$ cat config.mk
export PLATFORM = sky130hd
export DESIGN_NAME = store_unit_top
export DESIGN_NICKNAME = d
export VERILOG_FILES = /design/src/hw/lsu_pkg.sv /design/src/hw/store_queue.sv /design/src/hw/store_forward.sv /design/src/hw/store_drain_wb.sv /design/src/hw/store_unit_top.sv
export VERILOG_INCLUDE_DIRS = /design/src /design/src/hw
export SDC_FILE = /design/constraint.sdc
export NUM_CORES = 2
export LEC_CHECK = 0
export ABC_AREA = 1
export BUFFER_PORTS_ARGS = -buffer_cell sky130_fd_sc_hd__buf_2
export CORE_ASPECT_RATIO = 1.75
export CORE_MARGIN = 2
export CORE_UTILIZATION = 55
export DETAILED_ROUTE_END_ITERATION = 8
export PLACE_DENSITY_LB_ADDON = 0.05
export SLEW_MARGIN = 5
export SYNTH_ARGS = -nofsm -noshare
export SYNTH_HDL_FRONTEND = slang
export SYNTH_HIERARCHICAL = 1
export SYNTH_SLANG_ARGS = --single-unit
$ cat constraint.sdc
create_clock -name clock -period 22.7 [get_ports clock]
set_clock_uncertainty 0.15 [all_clocks]
set_input_delay 4.54 -clock clock [delete_from_list [all_inputs] [get_ports clock]]
set_output_delay 4.54 -clock clock [all_outputs]
set_load 0.01 [all_outputs]
$ cat src/hw/lsu_defines.svh
`ifndef LSU_DEFINES_SVH
`define LSU_DEFINES_SVH

// ==========================================================================
// store path widths and sizes
// ==========================================================================

// byte address width
`define LSU_ADDR_W 32

// store and load data, 32 bit bus
`define LSU_DATA_W 32

// reorder buffer tag
`define LSU_ROB_IDX_W 5

// store queue entries, keep depth a power of two
`define LSU_SQ_DEPTH 8

// slot index width, log2 of the depth
`define LSU_SQ_PTR_W 3

`endif

$ cat src/hw/lsu_pkg.sv
`include "lsu_defines.svh"

package lsu_pkg;

  // ========================================================================
  // vector types
  // ========================================================================

  typedef logic [`LSU_ADDR_W-1:0]    addr_t;
  // data kept right aligned in the low bits
  typedef logic [`LSU_DATA_W-1:0]    data_t;
  typedef logic [`LSU_ROB_IDX_W-1:0] rob_idx_t;
  typedef logic [`LSU_SQ_PTR_W-1:0]  sq_ptr_t;
  // one bit wider than the pointer, holds 0 up to depth
  typedef logic [`LSU_SQ_PTR_W:0]    sq_count_t;
  typedef logic [1:0]                mem_size_t;

  // wishbone side
  typedef logic [`LSU_DATA_W/8-1:0]  wb_sel_t;
  // word address, byte offset bits dropped
  typedef logic [`LSU_ADDR_W-3:0]    wb_adr_t;

  // access size codes
  localparam mem_size_t SIZE_BYTE = 2'd0;
  localparam mem_size_t SIZE_HALF = 2'd1;
  localparam mem_size_t SIZE_WORD = 2'd2;

  // drain FSM
  typedef enum logic [1:0] {
    DRAIN_IDLE,
    DRAIN_BUS,
    DRAIN_DONE
  } drain_state_e;

endpackage

$ cat src/hw/store_queue.sv
`timescale 1ns/100ps
`include "lsu_defines.svh"

module store_queue (
  input  logic                        clock,
  input  logic                        reset,
  // enqueue in program order
  input  logic                        enq_valid_i,
  input  lsu_pkg::addr_t              enq_addr_i,
  input  lsu_pkg::mem_size_t          enq_size_i,
  input  lsu_pkg::rob_idx_t           enq_rob_idx_i,
  // data fill by tag
  input  logic                        data_valid_i,
  input  lsu_pkg::rob_idx_t           data_rob_idx_i,
  input  lsu_pkg::data_t              data_i,
  // commit from rob
  input  logic                        commit_valid_i,
  input  lsu_pkg::rob_idx_t           commit_rob_idx_i,
  input  logic                        flush_i,
  input  logic                        pop_i,
  output logic                        full_o,
  output lsu_pkg::sq_count_t          free_slots_o,
  // slot view for the forwarding search
  output logic [`LSU_SQ_DEPTH-1:0]    slot_valid_o,
  output logic [`LSU_SQ_DEPTH-1:0]    slot_data_valid_o,
  output lsu_pkg::addr_t              slot_addr_o [`LSU_SQ_DEPTH],
  output lsu_pkg::mem_size_t          slot_size_o [`LSU_SQ_DEPTH],
  output lsu_pkg::data_t              slot_data_o [`LSU_SQ_DEPTH],
  output lsu_pkg::sq_ptr_t            tail_o,
  output lsu_pkg::sq_count_t          count_o,
  // head view for the drain
  output logic                        head_ready_o,
  output lsu_pkg::addr_t              head_addr_o,
  output lsu_pkg::mem_size_t          head_size_o,
  output lsu_pkg::data_t              head_data_o
);

  // ========================================================================
  // state
  // ========================================================================

  // pointers and occupancy
  lsu_pkg::sq_ptr_t   head_q;
  lsu_pkg::sq_ptr_t   tail_q;
  lsu_pkg::sq_count_t count_q;

  // per slot control bits
  logic [`LSU_SQ_DEPTH-1:0] valid_q;
  logic [`LSU_SQ_DEPTH-1:0] data_valid_q;
  logic [`LSU_SQ_DEPTH-1:0] committed_q;

  // per slot payload
  lsu_pkg::addr_t     addr_q [`LSU_SQ_DEPTH];
  lsu_pkg::mem_size_t size_q [`LSU_SQ_DEPTH];
  lsu_pkg::rob_idx_t  rob_q  [`LSU_SQ_DEPTH];
  lsu_pkg::data_t     data_q [`LSU_SQ_DEPTH];

  // next state helpers
  logic                     do_enq;
  logic [`LSU_SQ_DEPTH-1:0] fill_hit;
  logic [`LSU_SQ_DEPTH-1:0] committed_nxt;
  logic [`LSU_SQ_DEPTH-1:0] pop_mask;
  logic [`LSU_SQ_DEPTH-1:0] enq_mask;
  lsu_pkg::sq_count_t       n_commit;

  assign full_o       = (count_q == lsu_pkg::sq_count_t'(`LSU_SQ_DEPTH));
  assign free_slots_o = lsu_pkg::sq_count_t'(`LSU_SQ_DEPTH) - count_q;

  // flush wins over enqueue
  assign do_enq = enq_valid_i && !full_o && !flush_i;

  // ========================================================================
  // tag search, commit prefix
  // ========================================================================

  always_comb begin
    fill_hit      = '0;
    committed_nxt = committed_q;
    pop_mask      = '0;
    enq_mask      = '0;
    n_commit      = '0;
    for (int i = 0; i < `LSU_SQ_DEPTH; i++) begin
      // fill only lands on live entries
      fill_hit[i] = data_valid_i && valid_q[i] && (rob_q[i] == data_rob_idx_i);
      // commit needs data already present
      if (commit_valid_i && valid_q[i] && data_valid_q[i] &&
          (rob_q[i] == commit_rob_idx_i)) begin
        committed_nxt[i] = 1'b1;
      end
    end
    // committed slots are a prefix from head, so a plain count gives its length
    for (int i = 0; i < `LSU_SQ_DEPTH; i++) begin
      if (valid_q[i] && committed_nxt[i]) begin
        n_commit = n_commit + 1'b1;
      end
    end
    pop_mask[head_q] = pop_i;
    enq_mask[tail_q] = do_enq;
  end

  // ========================================================================
  // control registers
  // ========================================================================

  always_ff @(posedge clock) begin
    if (reset) begin
      head_q       <= '0;
      tail_q       <= '0;
      count_q      <= '0;
      valid_q      <= '0;
      data_valid_q <= '0;
      committed_q  <= '0;
    end else begin
      // new slot starts empty, popped slot is freed
      data_valid_q <= (data_valid_q | fill_hit) & ~pop_mask & ~enq_mask;
      committed_q  <= committed_nxt & ~pop_mask & ~enq_mask;
      if (pop_i) begin
        head_q <= head_q + 1'b1;
      end
      if (flush_i) begin
        // tail lands just past the committed prefix, head unchanged by flush
        tail_q  <= head_q + lsu_pkg::sq_ptr_t'(n_commit);
        count_q <= n_commit - lsu_pkg::sq_count_t'(pop_i);
        valid_q <= valid_q & committed_nxt & ~pop_mask;
      end else begin
        if (do_enq) begin
          tail_q <= tail_q + 1'b1;
        end
        count_q <= count_q + lsu_pkg::sq_count_t'(do_enq) - lsu_pkg::sq_count_t'(pop_i);
        valid_q <= (valid_q & ~pop_mask) | enq_mask;
      end
    end
  end

  // payload writes
  always_ff @(posedge clock) begin
    if (do_enq) begin
      addr_q[tail_q] <= enq_addr_i;
      size_q[tail_q] <= enq_size_i;
      rob_q[tail_q]  <= enq_rob_idx_i;
    end
    for (int i = 0; i < `LSU_SQ_DEPTH; i++) begin
      if (fill_hit[i]) begin
        data_q[i] <= data_i;
      end
    end
  end

  // ========================================================================
  // outputs
  // ========================================================================

  assign slot_valid_o      = valid_q;
  assign slot_data_valid_o = data_valid_q;
  assign slot_addr_o       = addr_q;
  assign slot_size_o       = size_q;
  assign slot_data_o       = data_q;
  assign tail_o            = tail_q;
  assign count_o           = count_q;

  // head may leave only when retired with data
  assign head_ready_o = valid_q[head_q] && committed_q[head_q] && data_valid_q[head_q];
  assign head_addr_o  = addr_q[head_q];
  assign head_size_o  = size_q[head_q];
  assign head_data_o  = data_q[head_q];

  // core must hold back enqueues once full
  a_no_enq_full : assert property (@(posedge clock) disable iff (reset)
    full_o |-> !enq_valid_i);

  // drain pops only a ready head
  a_pop_ready : assert property (@(posedge clock) disable iff (reset)
    pop_i |-> head_ready_o);

  // natural alignment of every accepted store
  a_enq_aligned : assert property (@(posedge clock) disable iff (reset)
    do_enq |-> ((enq_size_i == lsu_pkg::SIZE_BYTE) ||
                (enq_size_i == lsu_pkg::SIZE_HALF && enq_addr_i[0] == 1'b0) ||
                (enq_size_i == lsu_pkg::SIZE_WORD && enq_addr_i[1:0] == 2'b00)));

endmodule

$ cat src/hw/store_forward.sv
`timescale 1ns/100ps
`include "lsu_defines.svh"

module store_forward (
  input  logic                        clock,
  input  logic                        reset,
  // load query
  input  logic                        load_valid_i,
  input  lsu_pkg::addr_t              load_addr_i,
  input  lsu_pkg::mem_size_t          load_size_i,
  // queue view
  input  logic [`LSU_SQ_DEPTH-1:0]    slot_valid_i,
  input  logic [`LSU_SQ_DEPTH-1:0]    slot_data_valid_i,
  input  lsu_pkg::addr_t              slot_addr_i [`LSU_SQ_DEPTH],
  input  lsu_pkg::mem_size_t          slot_size_i [`LSU_SQ_DEPTH],
  input  lsu_pkg::data_t              slot_data_i [`LSU_SQ_DEPTH],
  input  lsu_pkg::sq_ptr_t            tail_i,
  input  lsu_pkg::sq_count_t          count_i,
  // registered answer
  output logic                        load_resp_valid_o,
  output logic                        fwd_hit_o,
  output logic                        fwd_pending_o,
  output lsu_pkg::data_t              fwd_data_o
);

  // last byte offset of an access (0, 1 or 3)
  function automatic lsu_pkg::addr_t last_off(input lsu_pkg::mem_size_t size);
    case (size)
      lsu_pkg::SIZE_BYTE: last_off = 32'd0;
      lsu_pkg::SIZE_HALF: last_off = 32'd1;
      default:            last_off = 32'd3;
    endcase
  endfunction

  // keep only the loaded bytes
  function automatic lsu_pkg::data_t size_mask(input lsu_pkg::mem_size_t size);
    case (size)
      lsu_pkg::SIZE_BYTE: size_mask = 32'h0000_00ff;
      lsu_pkg::SIZE_HALF: size_mask = 32'h0000_ffff;
      default:            size_mask = 32'hffff_ffff;
    endcase
  endfunction

  logic           hit_c;
  logic           pend_c;
  lsu_pkg::data_t data_c;

  // ========================================================================
  // youngest first search
  // ========================================================================

  always_comb begin
    logic             found;
    lsu_pkg::sq_ptr_t idx;
    lsu_pkg::addr_t   ld_end;
    lsu_pkg::addr_t   st_end;
    lsu_pkg::addr_t   diff;
    found  = 1'b0;
    hit_c  = 1'b0;
    pend_c = 1'b0;
    data_c = '0;
    idx    = '0;
    diff   = '0;
    st_end = '0;
    // aligned accesses never wrap past the top of memory
    ld_end = load_addr_i + last_off(load_size_i);
    for (int k = 0; k < `LSU_SQ_DEPTH; k++) begin
      // tail minus one is the youngest and the pointer wraps by width
      idx    = tail_i - lsu_pkg::sq_ptr_t'(k + 1);
      st_end = slot_addr_i[idx] + last_off(slot_size_i[idx]);
      if (!found && (k < int'(count_i)) && slot_valid_i[idx] &&
          !(st_end < load_addr_i || ld_end < slot_addr_i[idx])) begin
        found = 1'b1;
        // full cover with data ready forwards and anything else waits
        if (slot_data_valid_i[idx] && slot_addr_i[idx] <= load_addr_i &&
            ld_end <= st_end) begin
          hit_c  = 1'b1;
          diff   = load_addr_i - slot_addr_i[idx];
          data_c = (slot_data_i[idx] >> {diff[1:0], 3'b000}) & size_mask(load_size_i);
        end else begin
          pend_c = 1'b1;
        end
      end
    end
  end

  // ========================================================================
  // response register
  // ========================================================================

  always_ff @(posedge clock) begin
    if (reset) begin
      load_resp_valid_o <= 1'b0;
      fwd_hit_o         <= 1'b0;
      fwd_pending_o     <= 1'b0;
    end else begin
      load_resp_valid_o <= load_valid_i;
      if (load_valid_i) begin
        fwd_hit_o     <= hit_c;
        fwd_pending_o <= pend_c;
      end
    end
  end

  // miss leaves data at zero
  always_ff @(posedge clock) begin
    if (load_valid_i) begin
      fwd_data_o <= data_c;
    end
  end

  // search window of count entries behind tail must hold every valid slot
  a_count_matches_valid : assert property (@(posedge clock) disable iff (reset)
    $countones(slot_valid_i) == int'(count_i));

endmodule

$ cat src/hw/store_drain_wb.sv
`timescale 1ns/100ps
`include "lsu_defines.svh"

module store_drain_wb (
  input  logic                 clock,
  input  logic                 reset,
  // head of the store queue
  input  logic                 head_ready_i,
  input  lsu_pkg::addr_t       head_addr_i,
  input  lsu_pkg::mem_size_t   head_size_i,
  input  lsu_pkg::data_t       head_data_i,
  output logic                 pop_o,
  // wishbone classic master
  output logic                 wb_cyc_o,
  output logic                 wb_stb_o,
  output logic                 wb_we_o,
  output lsu_pkg::wb_adr_t     wb_adr_o,
  output lsu_pkg::wb_sel_t     wb_sel_o,
  output lsu_pkg::data_t       wb_dat_o,
  input  logic                 wb_ack_i
);

  lsu_pkg::drain_state_e state_q;
  lsu_pkg::drain_state_e state_d;

  // latched bus payload
  lsu_pkg::wb_adr_t adr_q;
  lsu_pkg::wb_sel_t sel_q;
  lsu_pkg::data_t   dat_q;

  // lane placement of the head store
  lsu_pkg::wb_sel_t sel_base;
  lsu_pkg::wb_sel_t sel_c;
  lsu_pkg::data_t   dat_c;

  always_comb begin
    case (head_size_i)
      lsu_pkg::SIZE_BYTE: sel_base = 4'b0001;
      lsu_pkg::SIZE_HALF: sel_base = 4'b0011;
      default:            sel_base = 4'b1111;
    endcase
    sel_c = sel_base << head_addr_i[1:0];
    dat_c = head_data_i << {head_addr_i[1:0], 3'b000};
  end

  // ========================================================================
  // FSM
  // ========================================================================

  always_comb begin
    state_d = state_q;
    case (state_q)
      lsu_pkg::DRAIN_IDLE: if (head_ready_i) state_d = lsu_pkg::DRAIN_BUS;
      lsu_pkg::DRAIN_BUS:  if (wb_ack_i) state_d = lsu_pkg::DRAIN_DONE;
      // one dead cycle so the queue head settles
      default:             state_d = lsu_pkg::DRAIN_IDLE;
    endcase
  end

  always_ff @(posedge clock) begin
    if (reset) begin
      state_q <= lsu_pkg::DRAIN_IDLE;
    end else begin
      state_q <= state_d;
    end
  end

  // capture on the way into DRAIN_BUS
  always_ff @(posedge clock) begin
    if (state_q == lsu_pkg::DRAIN_IDLE && head_ready_i) begin
      adr_q <= head_addr_i[`LSU_ADDR_W-1:2];
      sel_q <= sel_c;
      dat_q <= dat_c;
    end
  end

  // write only master drives cyc and stb together
  assign wb_cyc_o = (state_q == lsu_pkg::DRAIN_BUS);
  assign wb_stb_o = (state_q == lsu_pkg::DRAIN_BUS);
  assign wb_we_o  = (state_q == lsu_pkg::DRAIN_BUS);
  assign wb_adr_o = adr_q;
  assign wb_sel_o = sel_q;
  assign wb_dat_o = dat_q;

  // head leaves the queue in the ack cycle
  assign pop_o = (state_q == lsu_pkg::DRAIN_BUS) && wb_ack_i;

  // cycle drops on the clock after ack
  a_cyc_end : assert property (@(posedge clock) disable iff (reset)
    (wb_stb_o && wb_ack_i) |=> !wb_cyc_o);

  a_stb_hold : assert property (@(posedge clock) disable iff (reset)
    (wb_stb_o && !wb_ack_i) |=> (wb_stb_o && $stable(wb_adr_o) &&
                                 $stable(wb_sel_o) && $stable(wb_dat_o)));

endmodule

$ cat src/hw/store_unit_top.sv
`timescale 1ns/100ps
`include "lsu_defines.svh"

module store_unit_top (
  input  logic                 clock,
  input  logic                 reset,
  // core side
  input  logic                 enq_valid_i,
  input  lsu_pkg::addr_t       enq_addr_i,
  input  lsu_pkg::mem_size_t   enq_size_i,
  input  lsu_pkg::rob_idx_t    enq_rob_idx_i,
  input  logic                 data_valid_i,
  input  lsu_pkg::rob_idx_t    data_rob_idx_i,
  input  lsu_pkg::data_t       data_i,
  input  logic                 commit_valid_i,
  input  lsu_pkg::rob_idx_t    commit_rob_idx_i,
  input  logic                 flush_i,
  output logic                 full_o,
  output lsu_pkg::sq_count_t   free_slots_o,
  // load query
  input  logic                 load_valid_i,
  input  lsu_pkg::addr_t       load_addr_i,
  input  lsu_pkg::mem_size_t   load_size_i,
  output logic                 load_resp_valid_o,
  output logic                 fwd_hit_o,
  output logic                 fwd_pending_o,
  output lsu_pkg::data_t       fwd_data_o,
  // wishbone
  output logic                 wb_cyc_o,
  output logic                 wb_stb_o,
  output logic                 wb_we_o,
  output lsu_pkg::wb_adr_t     wb_adr_o,
  output lsu_pkg::wb_sel_t     wb_sel_o,
  output lsu_pkg::data_t       wb_dat_o,
  input  logic                 wb_ack_i
);

  // queue to forwarding
  logic [`LSU_SQ_DEPTH-1:0] slot_valid;
  logic [`LSU_SQ_DEPTH-1:0] slot_data_valid;
  lsu_pkg::addr_t           slot_addr [`LSU_SQ_DEPTH];
  lsu_pkg::mem_size_t       slot_size [`LSU_SQ_DEPTH];
  lsu_pkg::data_t           slot_data [`LSU_SQ_DEPTH];
  lsu_pkg::sq_ptr_t         tail;
  lsu_pkg::sq_count_t       count;

  // queue to drain
  logic                     head_ready;
  lsu_pkg::addr_t           head_addr;
  lsu_pkg::mem_size_t       head_size;
  lsu_pkg::data_t           head_data;
  logic                     pop;

  store_queue u_queue (
    .clock, .reset,
    .enq_valid_i, .enq_addr_i, .enq_size_i, .enq_rob_idx_i,
    .data_valid_i, .data_rob_idx_i, .data_i,
    .commit_valid_i, .commit_rob_idx_i,
    .flush_i, .pop_i(pop),
    .full_o, .free_slots_o,
    .slot_valid_o(slot_valid), .slot_data_valid_o(slot_data_valid),
    .slot_addr_o(slot_addr), .slot_size_o(slot_size), .slot_data_o(slot_data),
    .tail_o(tail), .count_o(count),
    .head_ready_o(head_ready), .head_addr_o(head_addr),
    .head_size_o(head_size), .head_data_o(head_data)
  );

  store_forward u_forward (
    .clock, .reset,
    .load_valid_i, .load_addr_i, .load_size_i,
    .slot_valid_i(slot_valid), .slot_data_valid_i(slot_data_valid),
    .slot_addr_i(slot_addr), .slot_size_i(slot_size), .slot_data_i(slot_data),
    .tail_i(tail), .count_i(count),
    .load_resp_valid_o, .fwd_hit_o, .fwd_pending_o, .fwd_data_o
  );

  store_drain_wb u_drain (
    .clock, .reset,
    .head_ready_i(head_ready), .head_addr_i(head_addr),
    .head_size_i(head_size), .head_data_i(head_data),
    .pop_o(pop),
    .wb_cyc_o, .wb_stb_o, .wb_we_o, .wb_adr_o, .wb_sel_o, .wb_dat_o,
    .wb_ack_i
  );

endmodule

* Yosys cells after proc, flatten, opt, wreduce, memory -nomap -nowiden
Memory sizes are Yosys's and may differ from the RTL's.
Index checks and enable logic that the tools add are counted.
** Cells by class
- Bitwise gates (word level) :: 30
- Add/subtract/negate cells :: 38
- Muxes and demuxes :: 236
- Equality and inequality tests :: 30
- Reductions and logical operators :: 134
- Order comparisons :: 61
- Shifts and indexed selects :: 10
** Operator list (count)
- 32-bit 2-to-1 mux :: 69
- 32-bit binary-select mux with 3-bit select :: 18
- 32-bit <= comparator :: 16
- 32-bit < comparator :: 16
- 32-bit by 2-bit adder with 32-bit output :: 9
- 32-bit bitwise AND :: 8
- 256-bit bitwise mux :: 1
- 32-bit by 5-bit >> shifter with 32-bit output :: 8
- 32-bit demux with 3-bit select :: 1
- 1-bit logical AND :: 96
- 5-bit == test :: 16
- 8-bit bitwise AND :: 9
- 1-bit 2-to-1 mux :: 71
- 32-bit one-hot mux with 2 select lines :: 1
- 1-bit binary-select mux with 3-bit select :: 19
- 2-bit binary-select mux with 3-bit select :: 9
- 2-bit 2-to-1 mux :: 21
- 2-bit one-hot mux with 2 select lines :: 10
- 4-bit greater-or-equal comparator, second input constant :: 9
- 3-bit by 4-bit < comparator with 1-bit output, second input constant :: 9
- 3-bit NOT with 4-bit output :: 9
- 4-bit 2-to-1 mux :: 8
- 32-bit by 5-bit left shift with 32-bit output :: 1
- 4-bit by 1-bit adder with 4-bit output, second input constant :: 6
- other kinds (32) :: 99
** Storage, ports and cells
- Memories :: 1
- Register bits :: 665
- RAM bits :: 40
- Output and inout port bits :: 109
** Memory list
- u_queue.rob_q :: depth 8, bits a word 5, read ports 8, clocked after memory_dff 0, write ports 1, RTL line store_queue.sv:55 : lsu_pkg::rob_idx_t rob_q [`LSU_SQ_DEPTH];

* Depth between registers and ports, before layout
- Word-level depth :: 51
- Mapped depth :: 64

* By module
The synthesis kept the hierarchy.
** By module, submodules not included
- store_forward :: cells an instance 9923, times used 1, area each 57576.5 µm², seq. area each 1021.0 µm²
- store_queue :: cells an instance 2122, times used 1, area each 25051.5 µm², seq. area each 17737.0 µm²
- store_drain_wb :: cells an instance 228, times used 1, area each 2757.6 µm², seq. area each 2021.9 µm²

* Worst setup path before layout
Ideal clock, no wire load.
- Path type :: input -> register
- From :: input port data_rob_idx_i[0]
- To :: register u_queue.data_valid_q[5], in the netlist u_queue/slot_data_valid_o[5]
- Buffers on the path :: 0
- Library setup time :: 98 ps
- Slack :: 11599 ps
- Stages on the path :: 7
- Required time :: 22452 ps
- Arrival :: 10853 ps
- Path through :: inv_1 > nand2_1 > o21ai_0 > or4_1 > a2111oi_0 > o21ai_0 > nor3_1
** Between the ends
- Word-level cells in the longest chain between the ends :: 5
** RTL lines
- start, declared :: RTL line store_unit_top.sv:13 : input lsu_pkg::rob_idx_t data_rob_idx_i,
- 5-bit == test :: RTL line store_queue.sv:84 : fill_hit[i] = data_valid_i && valid_q[i] && (rob_q[i] == data_rob_idx_i);
- 1-bit logical AND :: RTL line store_queue.sv:84
- via u_queue.fill_hit[5] :: RTL line store_queue.sv:60 : logic [`LSU_SQ_DEPTH-1:0] fill_hit;
- 8-bit OR :: RTL line store_queue.sv:115 : data_valid_q <= (data_valid_q | fill_hit) & ~pop_mask & ~enq_mask;
- 8-bit bitwise AND (2 in a row) :: RTL line store_queue.sv:115
- end signal, assigned :: RTL line store_queue.sv:115
- end, declared :: RTL line store_queue.sv:49 : logic [`LSU_SQ_DEPTH-1:0] data_valid_q;
The timed path passes the listed nets, and every way through them passes these cells.
A chain may end at the register's enable or synchronous reset.

* Worst setup path after layout
- From :: input port load_size_i[1]
- To :: register u_forward.fwd_data_o[4] (data pin)
** Between the ends
- Word-level cells in the longest chain between the ends :: 43
** RTL lines
- start, declared :: RTL line store_unit_top.sv:23 : input lsu_pkg::mem_size_t load_size_i,
- 2-bit by 1-bit == test with 1-bit output / 2-bit zero test (equally long branches) :: RTL line store_forward.sv:28 : case (size)
- 2-bit one-hot mux with 2 select lines * :: RTL line store_forward.sv:28
- 32-bit by 2-bit adder with 32-bit output * :: RTL line store_forward.sv:66 : ld_end = load_addr_i + last_off(load_size_i);
- 32-bit < comparator :: RTL line store_forward.sv:72 : !(st_end < load_addr_i || ld_end < slot_addr_i[idx])) begin
- 1-bit logical OR :: RTL line store_forward.sv:72
- 1-bit zero test :: RTL line store_forward.sv:72
- 1-bit logical AND :: RTL line store_forward.sv:71 : if (!found && (k < int'(count_i)) && slot_valid_i[idx] &&
- 1-bit 2-to-1 mux :: RTL line store_forward.sv:71
- [24 not listed]
- 1-bit 2-to-1 mux :: RTL line store_forward.sv:71
- 1-bit zero test :: RTL line store_forward.sv:71
- 1-bit logical AND (3 in a row) :: RTL line store_forward.sv:71
- 1-bit 2-to-1 mux :: RTL line store_forward.sv:71
- 1-bit zero test :: RTL line store_forward.sv:71
- 1-bit logical AND (3 in a row) :: RTL line store_forward.sv:71
- 32-bit 2-to-1 mux * :: RTL line store_forward.sv:71
- via u_forward.data_c[4] :: RTL line store_forward.sv:46 : lsu_pkg::data_t data_c;
- end signal, assigned :: RTL line store_forward.sv:108 : fwd_data_o <= data_c;
- end, declared :: RTL line store_forward.sv:23 : output lsu_pkg::data_t fwd_data_o
The timed path passes the listed nets; every way through them passes the cells marked *.

==> metrics list <==
* Fraction of final layout cells with drive strength greater than 1: 0.0778
* Buffer levels on the longest clock path: 3
- Library cell with the largest summed area after synthesis: sky130_fd_sc_hd__edfxtp_1
- Clk pwr share: 0.235
* CP peak stage delay: 0.98 ns
- Average wire per cell in the routed design: 29.6 um
* Worst supply voltage drop on vdd: 0.0697 mV
* Power share of the combinational group: 0.498
* Actual transition at the worst max-transition pin: 1.67 ns
* Count of state elements after synthesis: 705
- Total setup violations reported at the end of the flow: 0
* Register clock-pin slew on the reported worst setup and hold paths: 0.07 ns
- In this design, the critical path's most frequently occurring cell is sky130_fd_sc_hd__nand2_1.
- The total overflow left after global routing is 0.
- Leaving out fill and tap cells, the most frequent cell in the layout is sky130_fd_sc_hd__nand2_1.
* Detailed placer's ending HPWL: 323,000 um
- Flop-to-flop setup slack: 10.80 ns
* CTS tree: done
* Fmax achieved: 73.0 MHz
- DR DRC count: 3
- Clock tree synthesis inserted a total of 69 buffers.
* Tightest slew margin relative to the limit: -0.145
- Standard cell with the maximum stage delay on the critical path: sky130_fd_sc_hd__nor4_1
- Total via count after detailed routing: 93,400
- Result of the run: complete, but fails checks
* Die extent in y: 525 um
- Leaving out fill and tap cells, the most frequent cells in the layout are 3,179 x sky130_fd_sc_hd__nand2_1, 1,284 x sky130_fd_sc_hd__inv_1, 1,170 x sky130_fd_sc_hd__o21ai_0, 1,085 x sky130_fd_sc_hd__nor2_1, 1,051 x sky130_fd_sc_hd__ha_1.
* I/O pin count: 232
- Netlist cell types: 88
* Worst skew pair latency: 0.76 ns
* Arrival time reported for the critical path endpoint: 14.05 ns
* Reg power frac: 0.267
* Number of rows in the core area: 191
* Cell types occupying the most area after synthesis: sky130_fd_sc_hd__edfxtp_1 23%, sky130_fd_sc_hd__ha_1 15%, sky130_fd_sc_hd__nand2_1 14%
- Gates resized during post-CTS repair numbered 0.
* Mean cell area of the mapped netlist: 6.96 um^2
* Min Tclk post-route: 13.71 ns
- DRC violation total after the first TritonRoute iteration: 12,000
* Max-cap check violation count: 3
* Final instance area: 0.0908 mm^2
- Dominant register cell in the synthesized netlist: sky130_fd_sc_hd__edfxtp_1
* Number of antenna violations at the first check in global routing: 60
* Vias per cell: 6.51
- The via count of the first global-routing pass was 89,100.
* Cell count after synthesis: 12,300
* Total nets after synthesis: 13,500
- Entering global routing, the biggest net connects 177 pins.
- Final cell count without fillers: 14,300
- Initial standard-cell utilization of the core: 0.553
- Timing analysis after detailed placement gives a worst setup slack of 8.83 ns.
* Category of the critical setup timing path: input port to flop
- The die covers 0.159 mm^2.
- Once layout is complete, the utilization of the core stands at 0.588.
* Port-buffer cells: 231
- Of the total power, the share spent switching nets is 0.473.
- Count of hold buffers inserted by post-cts repair: 0
- Of the available clock period, the critical path in the final layout requires 0.604.
- In this run the post-CTS setup repair buffer count came out at 0.
* Required time at the endpoint of the critical path: 23.04 ns
* Count of yosys warnings during synthesis: 6
* TNS Setup: 0 ns
* CP endpoint kind: flop
- The tree is rooted in a sky130_fd_sc_hd__clkbuf_16.
- Crit path max fanout: 34
- The max-slew violation total from the final report is 5.
* Leak Pwr: 0.0430 uW
- Final #Nets: 13,400
* Netlist area before placement: 0.0854 mm^2
- The count of endpoints failing hold in the final timing report was 0.
* Net switching power: 2560 uW
- The final layout contains routed wiring with a total length of 425,000 um.
* CTS sink cnt: 705
* Total power divided by cell area: 59.6 mW/mm^2
* Class of the most critical hold timing path: flop to flop
- Of all flip-flops after synthesis, the portion carrying an async set or reset was 0.
- Int Pwr: 2850 uW
- The region available for standard cell placement spans 0.154 mm^2.
- Crit path setup slack, layout: 8.99 ns
- The number of placed instances, taps included, is 14,200.
- Count of H-tree levels built during CTS: 3
- Of the synthesized area, sequential elements account for 0.243.
- Final weighted congestion in routability-driven placement: 1.16
* Share of the synthesized area in the top cell type: 0.234
- Combined global-route utilization of all metal layers: 0.530
- Number of detailed-routing iterations run before antenna repair: 9
- Floorplan die width: 302 um
- Worst setup SP type: input port
* Antenna-violating nets left: 0
* Placed inst area: 0.0882 mm^2
- Layout overhead on the synthesized area: 6.35%
* EDFF count, synth: 666
* RSZ-0062 raised after global routing: no
- Global-route wire length before repair: 610,000 um
- Violated checks: design-rule violations, max-capacitance violations, max-slew violations
==> final cells by class <==
cell class                 instances  area (um^2)
fill                           14600        63600
multi-input combinational       9609        56800
sequential                       705        20800
inverter                        1394         5300
timing repair buffer             451         2890
tap                             2026         2530
clock buffer                      73         1740
clock inverter                    50          686
antenna                           38         95.1
==> flip-flops by register name, indices dropped and copies added (netlist names), 16 cells and up <==
signal and cells:
u_drain/wb_dat_o 32, u_queue/rob_q 40, u_queue/slot_addr_o 256, u_queue/slot_size_o 16, u_queue/slot_data_o 256, u_forward/fwd_data_o 32
u_drain/wb_adr_o 30
==> Yosys cell counts, types with 22 or more instances <==
cell	instances
sky130_fd_sc_hd__buf_6	38
sky130_fd_sc_hd__xor2_1	250
sky130_fd_sc_hd__buf_2	186
sky130_fd_sc_hd__buf_1	52
sky130_fd_sc_hd__inv_1	1287
sky130_fd_sc_hd__buf_4	57
sky130_fd_sc_hd__nand2_1	3181
sky130_fd_sc_hd__nand4_1	193
sky130_fd_sc_hd__a211oi_1	64
sky130_fd_sc_hd__and2_1	26
sky130_fd_sc_hd__nor4_1	44
sky130_fd_sc_hd__o2111ai_1	77
sky130_fd_sc_hd__o21ai_0	1184
sky130_fd_sc_hd__nor2_2	38
sky130_fd_sc_hd__nor2_1	1098
sky130_fd_sc_hd__nand3_1	539
sky130_fd_sc_hd__o21ai_1	132
sky130_fd_sc_hd__clkbuf_1	224
sky130_fd_sc_hd__o22ai_1	22
sky130_fd_sc_hd__edfxtp_1	666
sky130_fd_sc_hd__nor3_1	114
sky130_fd_sc_hd__mux2i_1	306
sky130_fd_sc_hd__o221ai_1	35
sky130_fd_sc_hd__dfxtp_1	39
sky130_fd_sc_hd__o21a_1	206
sky130_fd_sc_hd__inv_2	87
sky130_fd_sc_hd__o211ai_1	120
sky130_fd_sc_hd__ha_1	1054
sky130_fd_sc_hd__or2_2	29
sky130_fd_sc_hd__a21oi_1	574
sky130_fd_sc_hd__nand2_2	31
==> power groups by stage <==
stage          combinational [uW]  clock, uW  sequential, uW
4_1_cts                      2520       1270            1440
3_3_place_gp                 2450          0            1470
2_1_floorplan                1580          0            1470
6_report                     2700       1270            1450
5_1_grt                      2860       1330            1450
3_5_place_dp                 2510          0            1470
==> critical path, delay by kind of cell <==
kind	cells	cell delay, ns
AND/OR/NAND/NOR	27	5.46
buffers and inverters	9	2.46
adder cells (fa/ha/maj)	3	0.88
AO/OA/AOI/OAI	3	0.45
XOR/XNOR	1	0.17
==> cell families after synthesis <==
family / Yosys count / share of synthesized area
and+or+nand+nor: 5425 / 0.268
AOI/OAI and AO/OA: 2554 / 0.172
buffers and inverters: 1959 / 0.0960
adders and majority gates: 1065 / 0.157
DFF: 705 / 0.243
muxes: 306 / 0.0359
xor gates and xnor gates: 259 / 0.0273
==> through the flow <==
| stage | total power (uW) | hold WS [ns] |
|---|---|---|
| 3_5_place_dp | 3990 | 0.341 |
| 4_1_cts | 5240 | 0.349 |
| 5_1_grt | 5630 | 0.388 |
| 2_1_floorplan | 3050 | 0.314 |
| 6_report | 5410 | 0.351 |
| 3_3_place_gp | 3920 | 0.330 |
==> final timing paths <==
check | cells past startpoint | to | from
max | 43 | u_forward/fwd_data_o[4]$_DFFE_PP_ | load_size_i[1]
min | 2 | u_drain/state_q[0]$_SDFFE_PP0P_ | u_drain/state_q[0]$_SDFFE_PP0P_
max reg2reg | 40 | u_forward/fwd_data_o[4]$_DFFE_PP_ | u_queue/tail_o[1]$_SDFFE_PP0P_
min reg2reg | 2 | u_drain/state_q[0]$_SDFFE_PP0P_ | u_drain/state_q[0]$_SDFFE_PP0P_
==> metal layers <==
metal  routed length (um)  track usage
met1               129000        0.506
met2               186000        0.822
met3                42900        0.169
met4                67200        0.651
met5                  146      0.00124
(Power assumes the default switching activity.)
